$ cat config.mk
export PLATFORM = sky130hd
export DESIGN_NAME = ddr_read_pipe
export DESIGN_NICKNAME = d
export VERILOG_FILES = /design/src/ddr_read_pipe.sv
export SDC_FILE = /design/constraint.sdc
export NUM_CORES = 1
export LEC_CHECK = 0
export BUFFER_PORTS_ARGS = -buffer_cell sky130_fd_sc_hd__buf_2
export CORE_ASPECT_RATIO = 1.1
export CORE_MARGIN = 2
export CORE_UTILIZATION = 25
export CTS_CLUSTER_DIAMETER = 80
export DETAILED_ROUTE_END_ITERATION = 10
export GPL_TIMING_DRIVEN = 0
export PLACE_DENSITY = 0.46
export SLEW_MARGIN = 15
export SYNTH_ARGS = -nofsm -noshare
export SYNTH_HDL_FRONTEND = slang
export SYNTH_SLANG_ARGS = --single-unit
$ cat constraint.sdc
create_clock -name mem_ck -period 0.8 [get_ports mem_ck]
set_input_delay 0.12 -clock mem_ck [delete_from_list [all_inputs] [get_ports mem_ck]]
set_output_delay 0.12 -clock mem_ck [all_outputs]
set_load 0.02 [all_outputs]
$ cat src/ddr_read_pipe.sv
// CAS latency delay line
`timescale 1ns/1ps
`default_nettype none

module ddr_read_pipe #(
   parameter int dq_w    = 16,
   parameter int cas_lat = 4
) (
   input  logic            mem_ck,
   input  logic            arst_n,
   input  logic [dq_w-1:0] rdata,
   input  logic            rvalid,
   output logic [dq_w-1:0] mem_dq_out,
   output logic            mem_dq_oe
);
   // The storage read register already provides the first cycle
   localparam int n_stg = cas_lat - 1;
   localparam int cnt_w = $clog2(cas_lat + 1);

   logic [n_stg-1:0] valid_q;
   logic [dq_w-1:0]  data_q [n_stg];
   logic [cnt_w-1:0] since_rst;

   //////////////////////////////////////////////////
   // Shift registers
   //////////////////////////////////////////////////

   always_ff @(posedge mem_ck or negedge arst_n) begin
      if (!arst_n) begin
         valid_q <= '0;
      end else begin
         valid_q[0] <= rvalid;
         for (int i = 1; i < n_stg; i++) begin
            valid_q[i] <= valid_q[i-1];
         end
      end
   end

   // Every stage shifts each cycle so back-to-back reads stay in order
   always_ff @(posedge mem_ck) begin
      data_q[0] <= rdata;
      for (int i = 1; i < n_stg; i++) begin
         data_q[i] <= data_q[i-1];
      end
   end

   assign mem_dq_out = data_q[n_stg-1];
   assign mem_dq_oe  = valid_q[n_stg-1];

   // Cycles since reset release, saturating at the latency
   always_ff @(posedge mem_ck or negedge arst_n) begin
      if (!arst_n) begin
         since_rst <= '0;
      end else if (since_rst != cnt_w'(cas_lat)) begin
         since_rst <= since_rst + 1'b1;
      end
   end

   a_no_early_oe: assert property (
      @(posedge mem_ck) disable iff (!arst_n)
      (since_rst < cnt_w'(cas_lat)) |-> !mem_dq_oe
   ) else $error("Read data driven before a read could have completed");

endmodule

`default_nettype wire

### After elaboration in Yosys (flattened, before gate mapping)

Memories as Yosys holds them, arrays and structs flattened.
Index checks and enable logic that the tools add are counted.

| word-level totals | value |
|---|---|
| register bits after elaboration | 3 |
| bits in writable memories | 48 |
| input port bits | 19 |
| word-level logic and storage cells | 2 |
| memories kept | 1 |

Memory list:

| name | words | bits a word | read ports | clocked after Yosys merged registers in | wr ports | line | RTL |
|---|---|---|---|---|---|---|---|
| data_q | 3 | 16 | 3 | 0 | 3 | 21 | `logic [dq_w-1:0] data_q [n_stg];` |

### Longest topological paths before layout

Gate-level depths: netlist (run 1).

| depth | value |
|---|---|
| depth after elaboration | 0 |
| depth in mapped cells | 1 |
| gate-level depth less buffers | 0 |

### Worst setup path before layout (run 1)

Ideal clock, no wire load.

| path | value |
|---|---|
| path type | register to output |
| start point | reg valid_q[2] |
| end point | out mem_dq_oe |
| arrival time | 0.416 ns |
| data required time | 0.680 ns |
| setup slack | 0.264 ns |
| stages on the path, launching flop included | 1 |
| path through | dfrtp_1 |

RTL lines:

| element | line | RTL |
|---|---|---|
| start, declared | 20 | `logic [n_stg-1:0] valid_q;` |
| start signal, assigned by index | 34 | `valid_q[i] <= valid_q[i-1];` |
| end, declared | 14 | `output logic mem_dq_oe` |

No word-level cell between the ends.

### Final worst setup path (run 1)

| path | value |
|---|---|
| start point | reg valid_q[2] |
| end point | out mem_dq_oe |

No word-level cell between the ends.

==> flow_metrics.py, run 1 <==
metrics = {
    "place": {
        "finalWeightedCongestion": 0.541,
        "dpl.hpwl_um": 893,
        "dp.cells": 156,
        "port-buffer-count": 35,
    },
    "clock_tree": {
        "cts_tree": "done",
        "numCtsBuffers": 5,
        "cts.sinks": 51,
        "cts_root_buf": "clkbuf_8",
        "cts_max_path_buffers": 2,
        "clkTransAtPathRegs_ns": 0.08,
        "htree_num_levels": 2,
        "insertion_delay_ns": 0.28,
        "postCtsSetupRepairBufs": 0,
    },
    "pwr": {
        "power_uw": 4490,
        "powerDensity_nw_per_um2": 2660,
        "ir_worst_vdd_uv": 1080,
        "p_leak_uw": 0.000740,
    },
    "routing": {
        "ant_nets": 0,
        "drc": 0,
        "routed_via_density": 3.34,
        "drt_iter0_drc": 1,
        "routed_wl_um": 1400,
        "wl_per_cell_um": 8.41,
        "drt-pass1-iter-count": 4,
        "num_vias": 555,
    },
    "die": {
        "start_util_pct": 26.4,
        "die_w_um": 68.8,
        "rows": 25,
        "die_area_um2": 5190,
        "core-area_um2": 4380,
        "ioPinCount": 36,
        "die_h_um": 75.3,
    },
    "timing": {
        "hold_ws_ns": 0.147,
        "rsz0062_at_grt": "yes",
        "fmax_mhz": 1100,
        "maxSlewHeadroom_pct": 94.7,
        "skew_ns": 0.00206,
        "worst_pin_slew_ns": 0.0797,
        "hold_viol": 0,
        "setup_viol": 17,
        "fin_crit_sh_pct": 114,
        "drv_slew": 0,
        "layout_setup_ws_ns": -0.112,
        "finalSetupTns_ns": -0.839,
        "period_needed_ns": 0.912,
    },
    "status": {
        "violations": "setup timing",
        "run_status": "complete, but fails checks",
    },
    "layout": {
        "syn_to_final_growth_pct": 45.8,
        "multiInputGateArea_um2": 0,
        "nFillCells": 431,
        "multi_input_cells": 0,
        "fin_cells": 166,
        "layout-drive-gt1-share_pct": 51.8,
        "nets": 130,
        "diodes": 0,
    },
    "setup_path": {
        "cp.arrival_ns": 0.79,
        "worst_path_max_delay_cell": "dfrtp_1",
        "reg2reg_to": "valid_q[2]$_DFF_PN0_",
        "r2r_slack_ns": 0.32,
        "crit_fanout": 1,
        "r2r_cells": 0,
        "critPathRequiredTime_ns": 0.68,
        "path_depth": 1,
        "cp_num_buf_inv": 1,
        "path_cells": "buf_6",
        "rr_startpoint": "valid_q[1]$_DFF_PN0_",
        "cp-end-kind": "primary output",
        "max_stage_delay_ns": 0.38,
        "critPathKind": "flop to primary output",
        "critPathTopFamily": "flip-flops",
        "crit_path_start_kind": "flop",
    },
    "global_routing": {
        "grt_pass1_wl_um": 2160,
        "overflow": 0,
        "grt_max_degree": 15,
        "grt_pass1_vias": 554,
        "grt_antenna_before_repair": 0,
        "track_usage_pct": 6.09,
    },
    "logic_synthesis": {
        "avgSynthCellArea_um2": 17.3,
        "syn_nets": 86,
        "synth.distinct_cells": 3,
        "synth_seq_cells": 51,
        "postSynthCellCount": 67,
        "synth_area_um2": 1160,
        "yosys_warnings": 0,
        "yosysSeqAreaShare_pct": 89.6,
    },
    "flow_run": {
        "drv_cap": 0,
    },
    "hold_path": {
        "hold_path.class": "input pin to async pin",
    },
}
==> kinds of logic after synthesis <==
logic type / Yosys count / share of synthesized area [%]
flops: 51 / 89.6
buf+inv: 16 / 10.4
==> cell type report <==
cell class / count / area, um2 / area share (%)
Sequential cell: 51 / 1060 / 62.7
Clock buffer: 8 / 100 / 5.94
Timing Repair Buffer: 53 / 462 / 27.4
Tap cell: 54 / 67.6 / 4.01
==> power breakdown <==
part           total [uW]  switching, uW  internal, uW
clock                1500            712           789
sequential           2720           37.5          2680
combinational         264           95.2           169
==> placed cells by master, fill, tap and decap left out, drive strengths merged <==
cell and n:
dfxtp 48, clkbuf 8, buf 35, dfrtp 3, dlygate4sd3 18
==> worst max-delay path by stage <==
stage                         end                   from  slack (ns)
global placement    mem_dq_out[7]  data_q[0][39]$_DFF_P_        0.14
global route            mem_dq_oe   valid_q[2]$_DFF_PN0_       -0.16
finish                  mem_dq_oe   valid_q[2]$_DFF_PN0_       -0.11
detailed placement  mem_dq_out[6]  data_q[0][38]$_DFF_P_        0.13
floorplan               mem_dq_oe   valid_q[2]$_DFF_PN0_        0.26
CTS                     mem_dq_oe   valid_q[2]$_DFF_PN0_       -0.14
==> synth_stat cells <==
master	count	area, um2
dfxtp_1	48	961
buf_4	16	120
dfrtp_1	3	75.1
==> sequential cells by signal, summed over array words and instances (netlist names) <==
name / flops
valid_q: 3
data_q: 48
==> metal layers <==
metal | track usage (%) | wire, um
met1 | 5.53 | 552
met2 | 9.94 | 720
met3 | 4.43 | 123
met4 | 3.27 | 0
met5 | 0 | 0
==> repair_timing <==
item | 4_1_cts | 5_1_grt
setup endpoints to repair | 17 | 17
cloned | 0 | 0
gates resized for setup | 50 | 0
endpoints found under the hold margin | 20 | 0
hold buffers | 18 | 0
==> stage by stage <==
stage	utilization, %	worst slack, ns	area [um2]
2_1_floorplan	-	0.264	1160
3_3_place_gp	31.9	0.137	1400
3_5_place_dp	31.9	0.135	1400
4_1_cts	38.5	-0.138	1690
5_1_grt	38.5	-0.160	1690
6_report	38.5	-0.112	1690
Note: power is estimated with default switching activity, not from simulation.
==> run 2, diff against run 1 <==
--- a/config.mk
+++ b/config.mk
@@ -8,11 +8,11 @@
 export BUFFER_PORTS_ARGS = -buffer_cell sky130_fd_sc_hd__buf_2
 export CORE_ASPECT_RATIO = 1.1
 export CORE_MARGIN = 2
-export CORE_UTILIZATION = 25
+export CORE_UTILIZATION = 50
 export CTS_CLUSTER_DIAMETER = 80
 export DETAILED_ROUTE_END_ITERATION = 10
 export GPL_TIMING_DRIVEN = 0
-export PLACE_DENSITY = 0.46
+export PLACE_DENSITY = 0.79
 export SLEW_MARGIN = 15
 export SYNTH_ARGS = -nofsm -noshare
 export SYNTH_HDL_FRONTEND = slang
==> flow_metrics.py, run 2 (synthesis gave the netlist of run 1 again) <==
metrics = {
    "pwr": {
        "ir_worst_vdd_uv": 2240,
        "p_leak_uw": 0.000732,
        "powerDensity_nw_per_um2": 2600,
    },
    "setup_path": {
        "critPathTopFamily": "flip-flops",
        "r2r_slack_ns": 0.32,
        "crit_start": "valid_q[2]$_DFF_PN0_",
        "crit_fanout": 1,
        "cp-end-kind": "primary output",
        "cp.arrival_ns": 0.86,
        "path_cells": "buf_6",
        "critPathRequiredTime_ns": 0.68,
        "critPathKind": "flop to primary output",
        "cp_num_buf_inv": 1,
        "crit_path_start_kind": "flop",
        "rr_startpoint": "valid_q[0]$_DFF_PN0_",
        "max_stage_delay_ns": 0.39,
        "worst_path_max_delay_cell": "dfrtp_1",
    },
    "die": {
        "start_util_pct": 51.9,
        "die_h_um": 54.4,
        "die_w_um": 49.8,
        "die_area_um2": 2710,
        "rows": 18,
        "ioPinCount": 36,
        "core-area_um2": 2230,
    },
    "timing": {
        "maxSlewHeadroom_pct": 91.1,
        "hold_viol": 0,
        "skew_ns": 0.0113,
        "worst_pin_slew_ns": 0.133,
        "drv_slew": 0,
        "hold_ws_ns": 0.0773,
        "fmax_mhz": 1020,
        "layout_setup_ws_ns": -0.184,
        "finalSetupTns_ns": -2.21,
        "period_needed_ns": 0.984,
        "fin_crit_sh_pct": 123,
        "rsz0062_at_grt": "yes",
        "setup_viol": 17,
    },
    "layout": {
        "final_area_um2": 1630,
        "multiInputGateArea_um2": 0,
        "nFillCells": 142,
        "nets": 130,
        "mostFrequentLayoutCell": "dfxtp_1",
        "largest_register": "data_q",
        "largest_reg_flops": 48,
        "multi_input_cells": 0,
        "layout_common_cells": "dfxtp_1 (32), dlygate4sd3_1 (18), buf_2 (18), buf_6 (17), dfxtp_2 (16)",
        "top_regs": "data_q x48, valid_q x3",
        "ff_latch_area_um2": 1060,
        "syn_to_final_growth_pct": 41.1,
        "diodes": 0,
        "layout-drive-gt1-share_pct": 52.7,
        "fin_cells": 142,
    },
    "global_routing": {
        "track_usage_pct": 13.3,
        "grt_max_degree": 17,
        "grt_pass1_wl_um": 2280,
        "grt_pass1_vias": 569,
        "overflow": 0,
        "grt_antenna_before_repair": 0,
    },
    "place": {
        "port-buffer-count": 35,
        "post-place-ws_ns": 0.133,
        "place_area_um2": 1370,
        "dp.cells": 132,
        "finalWeightedCongestion": 0.593,
    },
    "clock_tree": {
        "cts_tree": "done",
        "htree_num_levels": 2,
        "clkTransAtPathRegs_ns": 0.12,
        "cts_max_path_buffers": 2,
        "numCtsBuffers": 5,
        "insertion_delay_ns": 0.35,
        "postCtsSetupRepairBufs": 0,
        "cts_root_buf": "clkbuf_4",
        "cts.sinks": 51,
    },
    "status": {
        "run_status": "complete, but fails checks",
        "violations": "setup timing",
    },
    "routing": {
        "drt_iter0_drc": 1,
        "ant_nets": 0,
        "routed_via_density": 3.92,
        "drt-pass1-iter-count": 2,
        "wl_per_cell_um": 10.9,
        "drc": 0,
        "num_vias": 556,
        "routed_wl_um": 1540,
    },
    "hold_path": {
        "hold_path.class": "input pin to async pin",
    },
    "flow_run": {
        "drv_cap": 0,
    },
}
-- run 2: cell count changes in the layout (fill, tap and decap cells not counted), sizes merged --
cell    change
clkinv      +2
clkbuf      -2
-- run 2: final cells by class --
type	count	area share (%)
clock inverter	2	0.844
tap	30	2.30
timing repair buffer	53	28.3
clock buffer	6	3.83
sequential	51	64.7
-- run 2: path summary, 6_finish.rpt --
| kind | cells past startpoint | end |
|---|---|---|
| min reg2reg | 0 | data_q[0][44]$_DFF_P_ |
| max reg2reg | 0 | valid_q[1]$_DFF_PN0_ |
| min | 2 | valid_q[0]$_DFF_PN0_ |
| min in group mem_ck | 0 | data_q[0][44]$_DFF_P_ |
| max | 1 | mem_dq_oe |
| max in group asynchronous | 2 | valid_q[2]$_DFF_PN0_ |
-- run 2: power breakdown --
part           internal (uW)  switching, uW  leakage (uW)
clock network            533            719     0.0000434
logic                    169           99.0      0.000249
registers               2690           39.7      0.000440
-- run 2: per-layer routing --
layer  up-vias  share of wire [%]  global-route usage (%)
li1        276                  -                       -
met1       252                 34                    9.89
met2        24                 58                    24.9
met3         4                5.4                    9.02
met4         0                2.0                    8.33
met5         -                  0                       0
-- run 2: timing repair --
action	4_1_cts	5_1_grt
resized for setup	50	0
hold buffers	18	0
endpoints found under the setup margin	17	17
hold endpoints to repair	20	0
-- run 2: metrics by stage --
step / total power (uW) / utilization [%]
6_report: 4250 / 73.2
5_1_grt: 4440 / 73.2
4_1_cts: 4290 / 73.2
3_5_place_dp: 2970 / 61.4
3_3_place_gp: 2960 / 61.4
2_1_floorplan: 2870 / -
