**src/ddr_model_pkg.sv**
```systemverilog
// DDR4 model shared definitions
`default_nettype none

package ddr_model_pkg;

   //////////////////////////////////////////////////
   // Pin and index widths
   //////////////////////////////////////////////////

   localparam int addr_w = 17;
   localparam int ba_w   = 2;
   localparam int bg_w   = 1;

   // Bank group sits above the bank address in the combined index
   localparam int bank_w = bg_w + ba_w;

   //////////////////////////////////////////////////
   // Command decode
   //////////////////////////////////////////////////

   typedef enum logic [2:0] {
      cmd_nop,
      cmd_act,
      cmd_pre,
      cmd_wr,
      cmd_rd
   } ddr_cmd_e;

   // RAS_n, CAS_n and WE_n as carried on A16, A15 and A14 while act_n is high
   localparam logic [2:0] ca_pre = 3'b010;
   localparam logic [2:0] ca_wr  = 3'b100;
   localparam logic [2:0] ca_rd  = 3'b101;
   localparam logic [2:0] ca_nop = 3'b111;

   // Command view of the address pins
   typedef struct packed {
      logic              ras_n;
      logic              cas_n;
      logic              we_n;
      logic [addr_w-4:0] col;
   } ddr_ca_cmd_t;

   // The same mem_a word is a full row address during ACT and a
   // command word with a column field otherwise
   typedef union packed {
      logic [addr_w-1:0] row;
      ddr_ca_cmd_t       cmd;
   } ddr_ca_word_u;

endpackage

`default_nettype wire

```
**src/ddr_cmd_if.sv**
```systemverilog
// Decoded command bus
`timescale 1ns/1ps
`default_nettype none

interface ddr_cmd_if
   import ddr_model_pkg::*;
#(
   parameter int n_ranks = 2,
   parameter int row_w   = 4,
   parameter int col_w   = 3,
   parameter int dq_w    = 16
);
   localparam int rank_w = (n_ranks > 1) ? $clog2(n_ranks) : 1;

   // One strobe per accepted command, at most one high per cycle
   logic              act;
   logic              pre;
   logic              wr;
   logic              rd;

   logic [rank_w-1:0] rank;
   logic [bank_w-1:0] bank;
   logic [row_w-1:0]  row;
   logic [col_w-1:0]  col;
   logic [dq_w-1:0]   wdata;

   // State of the addressed rank and bank, looked up by the tracker
   logic              bank_open;
   logic [row_w-1:0]  open_row;

   modport ctrl (
      output act, pre, wr, rd, rank, bank, row, col, wdata,
      input  bank_open, open_row
   );

   modport tracker (
      input  act, pre, rank, bank, row,
      output bank_open, open_row
   );

   modport store (
      input  wr, rd, rank, bank, row, col, wdata
   );

endinterface

`default_nettype wire

```
**src/ddr_row_tracker.sv**
```systemverilog
// Open row state per rank and bank
`timescale 1ns/1ps
`default_nettype none

module ddr_row_tracker
   import ddr_model_pkg::*;
#(
   parameter int n_ranks = 2,
   parameter int row_w   = 4
) (
   input  logic       mem_ck,
   input  logic       arst_n,
   ddr_cmd_if.tracker cmd
);
   localparam int bank_n = 2 ** bank_w;

   logic [n_ranks-1:0][bank_n-1:0] open_q;
   logic [row_w-1:0]               row_q [n_ranks][bank_n];

   //////////////////////////////////////////////////
   // Bank state update
   //////////////////////////////////////////////////

   always_ff @(posedge mem_ck or negedge arst_n) begin
      if (!arst_n) begin
         open_q <= '0;
      end else if (cmd.act) begin
         open_q[cmd.rank][cmd.bank] <= 1'b1;
      end else if (cmd.pre) begin
         // Precharge of an idle bank simply leaves it closed
         open_q[cmd.rank][cmd.bank] <= 1'b0;
      end
   end

   // The row is only meaningful while the open flag is set
   always_ff @(posedge mem_ck) begin
      if (cmd.act) begin
         row_q[cmd.rank][cmd.bank] <= cmd.row;
      end
   end

   //////////////////////////////////////////////////
   // Lookup of the addressed bank
   //////////////////////////////////////////////////

   assign cmd.bank_open = open_q[cmd.rank][cmd.bank];
   assign cmd.open_row  = row_q[cmd.rank][cmd.bank];

   // The control module must filter activates to banks that are already open
   a_act_closed: assert property (
      @(posedge mem_ck) disable iff (!arst_n)
      cmd.act |-> !cmd.bank_open
   ) else $error("Activate reached an open bank");

endmodule

`default_nettype wire

```
**src/flat_wrapper.sv**
```systemverilog
// flat-port wrapper written by rule: the top's interface ports become plain ports
module ddr_row_tracker_flat import ddr_model_pkg::*;
#(
   parameter int n_ranks = 2,
   parameter int row_w   = 4
)
  (mem_ck, arst_n, cmd_act, cmd_pre, cmd_rank, cmd_bank, cmd_row, cmd_bank_open, cmd_open_row);
  ddr_cmd_if #(.n_ranks(n_ranks), .row_w(row_w)) cmd_i ();
  input  logic mem_ck;
  input  logic arst_n;
  input wire logic [$bits(cmd_i.act)-1:0] cmd_act;
  input wire logic [$bits(cmd_i.pre)-1:0] cmd_pre;
  input wire logic [$bits(cmd_i.rank)-1:0] cmd_rank;
  input wire logic [$bits(cmd_i.bank)-1:0] cmd_bank;
  input wire logic [$bits(cmd_i.row)-1:0] cmd_row;
  output wire logic [$bits(cmd_i.bank_open)-1:0] cmd_bank_open;
  output wire logic [$bits(cmd_i.open_row)-1:0] cmd_open_row;
  assign cmd_i.act = cmd_act;
  assign cmd_i.pre = cmd_pre;
  assign cmd_i.rank = cmd_rank;
  assign cmd_i.bank = cmd_bank;
  assign cmd_i.row = cmd_row;
  assign cmd_bank_open = cmd_i.bank_open;
  assign cmd_open_row = cmd_i.open_row;
  ddr_row_tracker #(.n_ranks(n_ranks), .row_w(row_w)) u_core (.mem_ck(mem_ck), .arst_n(arst_n), .cmd(cmd_i));
endmodule
```
**config.mk**
```make
export PLATFORM = sky130hd
export DESIGN_NAME = ddr_row_tracker_flat
export DESIGN_NICKNAME = d
export VERILOG_FILES = /design/src/ddr_model_pkg.sv /design/src/ddr_cmd_if.sv /design/src/ddr_row_tracker.sv /design/src/flat_wrapper.sv
export SDC_FILE = /design/constraint.sdc
export NUM_CORES = 1
export LEC_CHECK = 0
export ABC_AREA = 1
export ABC_CLOCK_PERIOD_IN_PS = 1100
export BUFFER_PORTS_ARGS = -buffer_cell sky130_fd_sc_hd__clkbuf_2
export CORE_MARGIN = 2
export CORE_UTILIZATION = 61
export CTS_CLUSTER_SIZE = 30
export DETAILED_ROUTE_END_ITERATION = 7
export PLACE_DENSITY = 0.78
export SLEW_MARGIN = 25
export SYNTH_ARGS = -nofsm -noshare
export SYNTH_HDL_FRONTEND = slang
export SYNTH_SLANG_ARGS = --single-unit
```
**constraint.sdc**
```tcl
create_clock -name mem_ck -period 1.1 [get_ports mem_ck]
set_input_delay 0.165 -clock mem_ck [delete_from_list [all_inputs] [get_ports mem_ck]]
set_output_delay 0.165 -clock mem_ck [all_outputs]
set_load 0.1 [all_outputs]
```
==> Word level (Yosys, flattened, before mapping) <==
Memories as Yosys holds them, arrays and structs flattened.
Cells that the tools add are included.
{ "totals": {"ff_bits": 16, "mem_bits_rw": 64, "input_bits": 12, "out_inout_bits": 5, "n_memories": 1} }
{ "memory_table": {"columns": ["memory", "depth", "word_bits", "rd", "rd_clocked_by_memory_dff", "wr", "line_no", "text"], "rows": [
  ["u_core.row_q", 2, 32, 1, 0, 1, "ddr_row_tracker.sv:18", "logic [row_w-1:0] row_q [n_ranks][bank_n];"]
]} }
{ "op_classes": {"order_cmp": 6, "n_mux": 17, "bitwise_logic": 4, "n_reduce_logical": 4} }
{ "ops": {"columns": ["operator", "count"], "rows": [
  ["$mux W16", 2],
  ["$mux W32", 1],
  ["$mux W8", 3],
  ["$and A16 B16 Y16", 1],
  ["$not A16 Y16", 1],
  ["$or A16 B16 Y16", 1],
  ["$bmux W4 S3", 1],
  ["$demux W4 S3", 1],
  ["$mux W4", 3],
  ["$demux W8 S1", 1],
  ["$ge A4 B4 Y1 const B", 1],
  ["$lt A3 B4 Y1 const B", 1],
  ["$lt A4 B1 Y1 const B", 1],
  ["$not A3 Y4", 1],
  ["$bmux W1 S3", 1],
  ["$demux W1 S3", 1],
  ["$ge A3 B1 Y1 const B", 1],
  ["$logic_and A1 B1 Y1", 3],
  ["$mux W1", 3],
  ["$lt A1 B2 Y1 const B", 1],
  ["$reduce_bool A2 Y1", 1],
  ["$ge A1 B1 Y1 const B", 1]
]} }

==> Logic depth before layout (Yosys ltp) <==
Gate-level depths: netlist of the first run.
{ "depth": {"word_depth": 10, "mapped_depth": 9, "depth_no_buf": 8} }

==> Least setup slack after synthesis of the first run <==
No wires, ideal clock.
{ "synth_path": {"kind": "input to output", "start": "in cmd_rank", "end": "out cmd_open_row[2]", "arrival_time_ns": 1.452, "required_time_ns": 0.935, "path_slack_ns": -0.517, "cell_stages": 6, "n_path_buf": 2, "path_cell_list": "buf_6 > buf_6 > o21ai_0 > o21ai_2 > nand2_1 > nand3_1"} }
{ "synth_via": {"elab_chain_len": 4} }
{ "synth_rtl": {"columns": ["element", "line_no", "text"], "rows": [
  ["start, declared", "flat_wrapper.sv:13", "input wire logic [$bits(cmd_i.rank)-1:0] cmd_rank;"],
  ["$mem_v2 Z2 W32", null, null],
  ["$bmux W4 S3", "ddr_row_tracker.sv:47", "assign cmd.open_row = row_q[cmd.rank][cmd.bank];"],
  ["$mux W4 (not written as such) (2 in a row)", "ddr_row_tracker.sv:47", null],
  ["end, declared", "flat_wrapper.sv:17", "output wire logic [$bits(cmd_i.open_row)-1:0] cmd_open_row;"]
]} }
No other way between the ends. The select of a mux whose other input is x is not followed.

==> Final worst setup path of the first run <==
{ "layout_path": {"start": "mem u_core.row_q[0][17] (netlist bit)", "end": "out cmd_open_row[1]"} }
{ "layout_via": {"elab_chain_len": 4} }
{ "layout_rtl": {"columns": ["element", "line_no"], "rows": [
  ["start, declared", "ddr_row_tracker.sv:18"],
  ["$mem_v2 Z2 W32", null],
  ["$bmux W4 S3", "ddr_row_tracker.sv:47"],
  ["$mux W4 (not written as such) (2 in a row)", "ddr_row_tracker.sv:47"]
]} }
No other way between the ends. The select of a mux whose other input is x is not followed.

==> reports/results.ini, run 1 <==
[routing]
wl_per_cell_um=14.75
drt_iter0_drc=211
ant_nets=0
vias=2691
drc=0
drt_pass1_iterations=4
vias_per_cell=5.318
routed_wirelength_mm=7.464

[global_route]
top_usage_layer=met2
antenna_found_initial=0
grt_pass1_wl_mm=12.05
grt_usage_pct=25.13
use_met1_pct=35.31
first_global_vias=2487
grt_start_max_net_pins=43
grt-ovfl-total=0
grt_util_met3_pct=5.495
use_met2_pct=38.85

[synthesis]
async_flop_share_pct=20.00
ys_types=19
synth_area_leaders=edfxtp_1 53%, nand2_1 14%, dfrtp_1 11%, o21ai_0 4.8%, nor2_1 4.6%
synth_edf_count=64
ys.flop_type=edfxtp_1
synth-seq-cells=80
syn_nets=391
synth_seq_area_share_pct=63.52
yosysTopAreaCell=edfxtp_1
synth.most_common_cell=nand2_1
postSynthCellCount=379
synth_area_um2=3656
yosys.area.top_type_share_pct=52.57
synth_top_cells_by_count=135 x nand2_1, 64 x edfxtp_1, 45 x nor2_1
yosys_warnings=0
avgSynthCellArea_um2=9.646

[timing]
fmax_mhz=636.5
relSlewSlack_pct=73.24
min_period_over_period_pct=142.8
finClkSkew_ns=0
fin_ws_ns=-0.4712
period_needed_ns=1.571
maxSlewViolCount=0
setup_violations=5
tightestPinTransition_ns=0.4015
rsz0062_at_grt=true
final_hold_viol_count=0

[cts]
cts-root-buf=clkbuf_8
cts_setup_buffers=0
h-tree-depth=3
clk_pin_slew_ns=0.08
clock_path_buffers=2
clkSinkCount=80
cts-buffers-inserted=9
clock_latency_ns=0.34
cts_tree=done

[setup_path]
critical_path.max_fanout=1
cpPeakStageDelay_ns=0.38
crit_family=simple AND/OR/NAND/NOR gates
critPathCaptureType=output port
arrival_ns=1.41
worst-setup-path-type=flip-flop to output port
critPathBufInv=1
cp-start-kind=flip-flop
cp_cell_sequence=nand2_1, nand2_1, nand2_1, nand2_2, nor2_4, nand3_4, buf_12
crit_required_ns=0.94
cp_slowest_cell=edfxtp_1
cpMostUsedCell=nand2_1

[final_layout]
nNetsFinal=439
n_antenna_cell=0
drive_gt1_share_pct=25.99
fillCellCount=388
areaGrowthSynthToFinish_pct=20.81
fin_util_pct=75.49

[run_status]
violations=negative setup slack
outcome=complete, but fails checks

[floorplanning]
core-area_um2=5851
chipHeight_um=81.42
die_area_um2=6628
boundaryPins=17
rows=28
die_w_um=81.42
initial_core_util_pct=62.49

[placement]
dpl.hpwl_mm=5.135
preCtsSetupSlack_ns=-0.3659
portBuffers=16
gp_congestion=0.8181

[flow_run]
drv_cap=0

[power]
leakage_nw=1.873
vdd_drop_max_uv=990.7
power_mw=6.393
power_density_nw_per_um2=1447

[worst_hold_path]
hold_class=input port to async pin

==> layout make-up <==
type	instances	area (um^2)	area share [%]
repair buffers	53	473.0	10.71
clock inverters	3	20.02	0.4533
multi-input cells	247	1235	27.96
inverters	36	137.6	3.116
flip-flops and latches	80	2322	52.58
well taps	75	93.84	2.125
clock buffers	12	135.1	3.059
==> cells in the final DEF, fill, tap and decap left out <==
cell type,instances
buf_12,8
clkinv_4,1
edfxtp_1,64
o21ai_1,11
nor2_4,6
clkbuf_2,11
nand3_2,1
o21ai_0,31
clkinv_1,1
nand2_4,2
clkbuf_8,9
dlygate4sd3_1,1
nand3_4,4
inv_1,33
dfrtp_1,16
o211ai_1,3
or2_4,1
nor2_1,28
nand2_8,1
buf_4,33
inv_2,2
inv_4,1
nand2_1,123
nand3_1,5
clkbuf_1,3
o21ai_2,3
clkinvlp_4,1
a21oi_4,1
nor2_2,16
nand2_2,11
==> power breakdown <==
| group | total, mW | switching, mW | internal [mW] |
|---|---|---|---|
| sequential | 3.51 | 0.0717 | 3.44 |
| combinational | 1.09 | 0.699 | 0.395 |
| clock | 1.78 | 0.978 | 0.806 |
| total | 6.39 | 1.75 | 4.64 |
==> worst paths after layout <==
| kind | startpoint | end | slack, ns | cells past startpoint |
|---|---|---|---|---|
| min reg2reg | flip-flop | flip-flop | 0.50 | 2 |
| max | u_core.row_q[0][17] | cmd_open_row[1] | -0.47 | 7 |
| max reg2reg | flip-flop | flip-flop | 0.39 | 2 |
| min in group mem_ck | cmd_row[0] | u_core.row_q[1][4] | 0.29 | 1 |
| max in group asynchronous | arst_n | async pin | 0.54 | 2 |
| min | arst_n | async pin | 0.27 | 2 |
==> kinds of logic (layout without fill, tap and decap cells) <==
group	count (synthesis)	in the layout	share of synthesized area (%)
buf+inv	52	104	7.700
flops	80	80	63.52
compound gates	49	49	7.221
simple gates	198	198	21.56
==> routing by layer <==
layer | share of wire [%] | vias up | routed length [um]
met3 | 4.6 | 13 | 341
met2 | 47 | 74 | 3537
met5 | 0 | - | 0
met4 | 1.8 | 0 | 131
li1 | - | 1320 | -
met1 | 46 | 1284 | 3453
==> metrics by stage <==
step                      area (um^2)  hold WS (ns)  cells  TNS, ns
after global routing             4417        0.2891    506   -2.759
after CTS                        4377        0.2759    506   -2.398
final                            4417        0.2679    506   -2.306
after global placement           4199       0.09997    490   -15.85
after floorplan                  3806       -0.1306    379   -1.670
after detailed placement         4199        0.1134    490   -19.25
==> what timing repair did <==
action,CTS,global route
resized for setup,4,13
hold buffers,1,0
pin swaps,23,10
endpoints found under the setup margin,8,19
hold endpoints to repair,16,0
==> worst reg2reg max path: stages (launching register included) <==
cell,delay [ns]
dfrtp_1,0.39
o21ai_0,0.08
o21ai_0,0.12
No activity file was read; power rests on OpenSTA's default activity.
==> run 2, diff against run 1 <==
Settings changed: PLACE_DENSITY 0.78 to 0.84.
==> run 2 against run 1 <==
Effect of this change: the run still ends with negative setup slack left; critical path depth increased by 2; sequential share of layout area fell by 0.41 points; register-to-register slack worse by 0.06 ns; clock skew did not move; combinational power hardly changed; critical path type unchanged; critical endpoint is now cmd_bank_open; largest power group unchanged; highest routed layer unchanged.
==> reports/results.ini, run 2 (synthesized netlist as in run 1, its figures left out) <==
[global_route]
grt_start_max_net_pins=41  ; -4.7%
first_global_vias=2664  ; +7.1%
grt-ovfl-total=0  ; unchanged
grt_usage_pct=27.69  ; +2.6 points
grt_pass1_wl_mm=13.15  ; +9.2%
antenna_found_initial=0  ; unchanged

[final_layout]
n_antenna_cell=0  ; unchanged
fin_util_pct=76.09  ; +0.60 points
drive_gt1_share_pct=25.00  ; -0.99 points
most-common-layout-cells=124 x nand2_1, 64 x edfxtp_1, 33 x inv_1
areaGrowthSynthToFinish_pct=21.77
final_common_cell=nand2_1
nNetsFinal=431  ; -1.8%
postLayoutCellArea_um2=4452  ; +0.79%
fillCellCount=365  ; -5.9%
instances_no_fill=499  ; -1.4%

[routing]
routed_wirelength_mm=8.210  ; +10%
ant_nets=0  ; unchanged
vias_per_cell=5.539  ; +4.2%
vias=2764  ; +2.7%
wl_per_cell_um=16.45  ; +12%
drt_pass1_iterations=6  ; +2
drc=0  ; unchanged
drt_iter0_drc=341  ; +62%

[floorplanning]
die_area_um2=6628  ; unchanged
initial_core_util_pct=62.49  ; unchanged
boundaryPins=17  ; unchanged
die_w_um=81.42  ; unchanged
core-area_um2=5851  ; unchanged
chipHeight_um=81.42  ; unchanged
rows=28  ; unchanged

[cts]
clkSinkCount=80  ; unchanged
cts-root-buf=clkbuf_8
clk_pin_slew_ns=0.09  ; about the same
h-tree-depth=3  ; unchanged
clock_path_buffers=2  ; unchanged
cts-buffers-inserted=9  ; unchanged
cts_tree=done
clock_latency_ns=0.36  ; +0.02 ns

[worst_hold_path]
hold_class=input port to flip-flop

[power]
p_clk_share_pct=35.5  ; +7.6 points
cell_internal_pwr_mw=5.329  ; +15%
pwr-share-seq_pct=49.1  ; -5.9 points
switching_share_pct=25.83  ; -1.5 points
vdd_drop_max_uv=1233  ; +24%
power_density_nw_per_um2=1614  ; +12%
comb_power_share_pct=15.5  ; -1.6 points
leakage_nw=1.883  ; +0.50%
switching_power_mw=1.856  ; +6.1%

[setup_path]
critical_path.max_fanout=2  ; +1
arrival_ns=1.47  ; +0.06 ns
crit_required_ns=0.94  ; about the same
critPathCaptureType=output port
worst-setup-path-type=flip-flop to output port
cp-start-kind=flip-flop

[timing]
maxSlewViolCount=0  ; unchanged
fin_ws_ns=-0.5303  ; -0.05905 ns
setup-tns-final_ns=-2.491  ; -0.1856 ns
relSlewSlack_pct=70.86  ; -2.4 points
min_period_over_period_pct=148.2  ; +5.4 points
holdWs_ns=0.2597  ; -0.008220 ns
fmax_mhz=613.4  ; -3.6%
finClkSkew_ns=0  ; unchanged
tightestPinTransition_ns=0.4371  ; +0.03565 ns
setup_violations=12  ; +7
final_hold_viol_count=0  ; unchanged
period_needed_ns=1.630  ; +0.05905 ns
rsz0062_at_grt=true

[placement]
portBuffers=16  ; unchanged
dp.cells=482  ; -1.6%
dpl.hpwl_mm=5.360  ; +4.4%
gp_congestion=0.8212  ; +0.38%
dpl_cell_area_um2=4151  ; -1.1%

[run_status]
violations=negative setup slack
outcome=complete, but fails checks

[flow_run]
drv_cap=0  ; unchanged

-- run 2: cell types whose count changed in the layout (fill, tap and decap cells not counted), moves of 2 or more --
cell / before / now
buf_4: 33 / 24
bufinv_16: 0 / 3
clkbuf_1: 3 / 1
nor2_2: 16 / 14
o21ai_1: 11 / 9
o21ai_2: 3 / 5
-- run 2: final timing paths --
path | from | end | slack (ns) | depth (start not counted)
hold reg to reg | flip-flop | flip-flop | 0.52 | 2
setup reg to reg | flip-flop | flip-flop | 0.33 | 2
hold / removal | cmd_row[0] | u_core.row_q[1][0] | 0.26 | 1
min in group asynchronous | arst_n | async pin | 0.28 | 2
max in group asynchronous | arst_n | async pin | 0.52 | 2
setup / recovery | flip-flop | cmd_bank_open | -0.53 | 9
-- run 2: metrics by stage --
step,setup slack [ns],total power [mW]
after detailed placement,-0.3817,4.648
after floorplan,-0.09077,4.295
after CTS,-0.5360,7.175
final,-0.5303,7.185
after global placement,-0.3350,4.598
after global routing,-0.5877,7.461
-- run 2: layer usage --
metal	vias up	routed length, um	global-route usage, %	share of wire (%)
met5	-	0	0	0
li1	1306	-	-	-
met1	1293	3236	35.73	39
met2	142	4059	45.33	49
met4	0	172	9.831	2.1
met3	23	742	7.582	9.0
-- run 2: area by class of cell --
cell class              count  area, um^2  area share [%]
clock buffers              10       127.6           2.867
clock inverters             6       107.6           2.417
inverters                  36       137.6           3.092
multi-input cells         247        1237           27.80
flip-flops and latches     80        2322           52.16
well taps                  75       93.84           2.108
repair buffers             45       425.4           9.556
-- run 2: critical path, cell delays in order, from the launching register on --
cell and delay (ns):
dfrtp_1 0.40, inv_1 0.07, nand2_1 0.05, nand3_1 0.07
nand2_1 0.06, nand2_1 0.06, nand2_1 0.07, inv_2 0.10
nand2_8 0.05, buf_12 0.16
-- run 2: power groups by stage --
stage	Clock, mW	Combinational [mW]	Sequential [mW]
floorplan	0	0.736	3.56
global placement	0	1.03	3.57
detailed placement	0	1.07	3.58
CTS	2.56	1.09	3.52
global route	2.72	1.21	3.54
finish	2.55	1.11	3.52
-- run 2: timing repair --
action                                  4_1_cts  5_1_grt
buffers inserted                              0        0
resized for setup                             5       12
hold endpoints to repair                     16        0
pin swaps                                     8        7
endpoints found under the setup margin        5       41
hold buffers                                  1        0
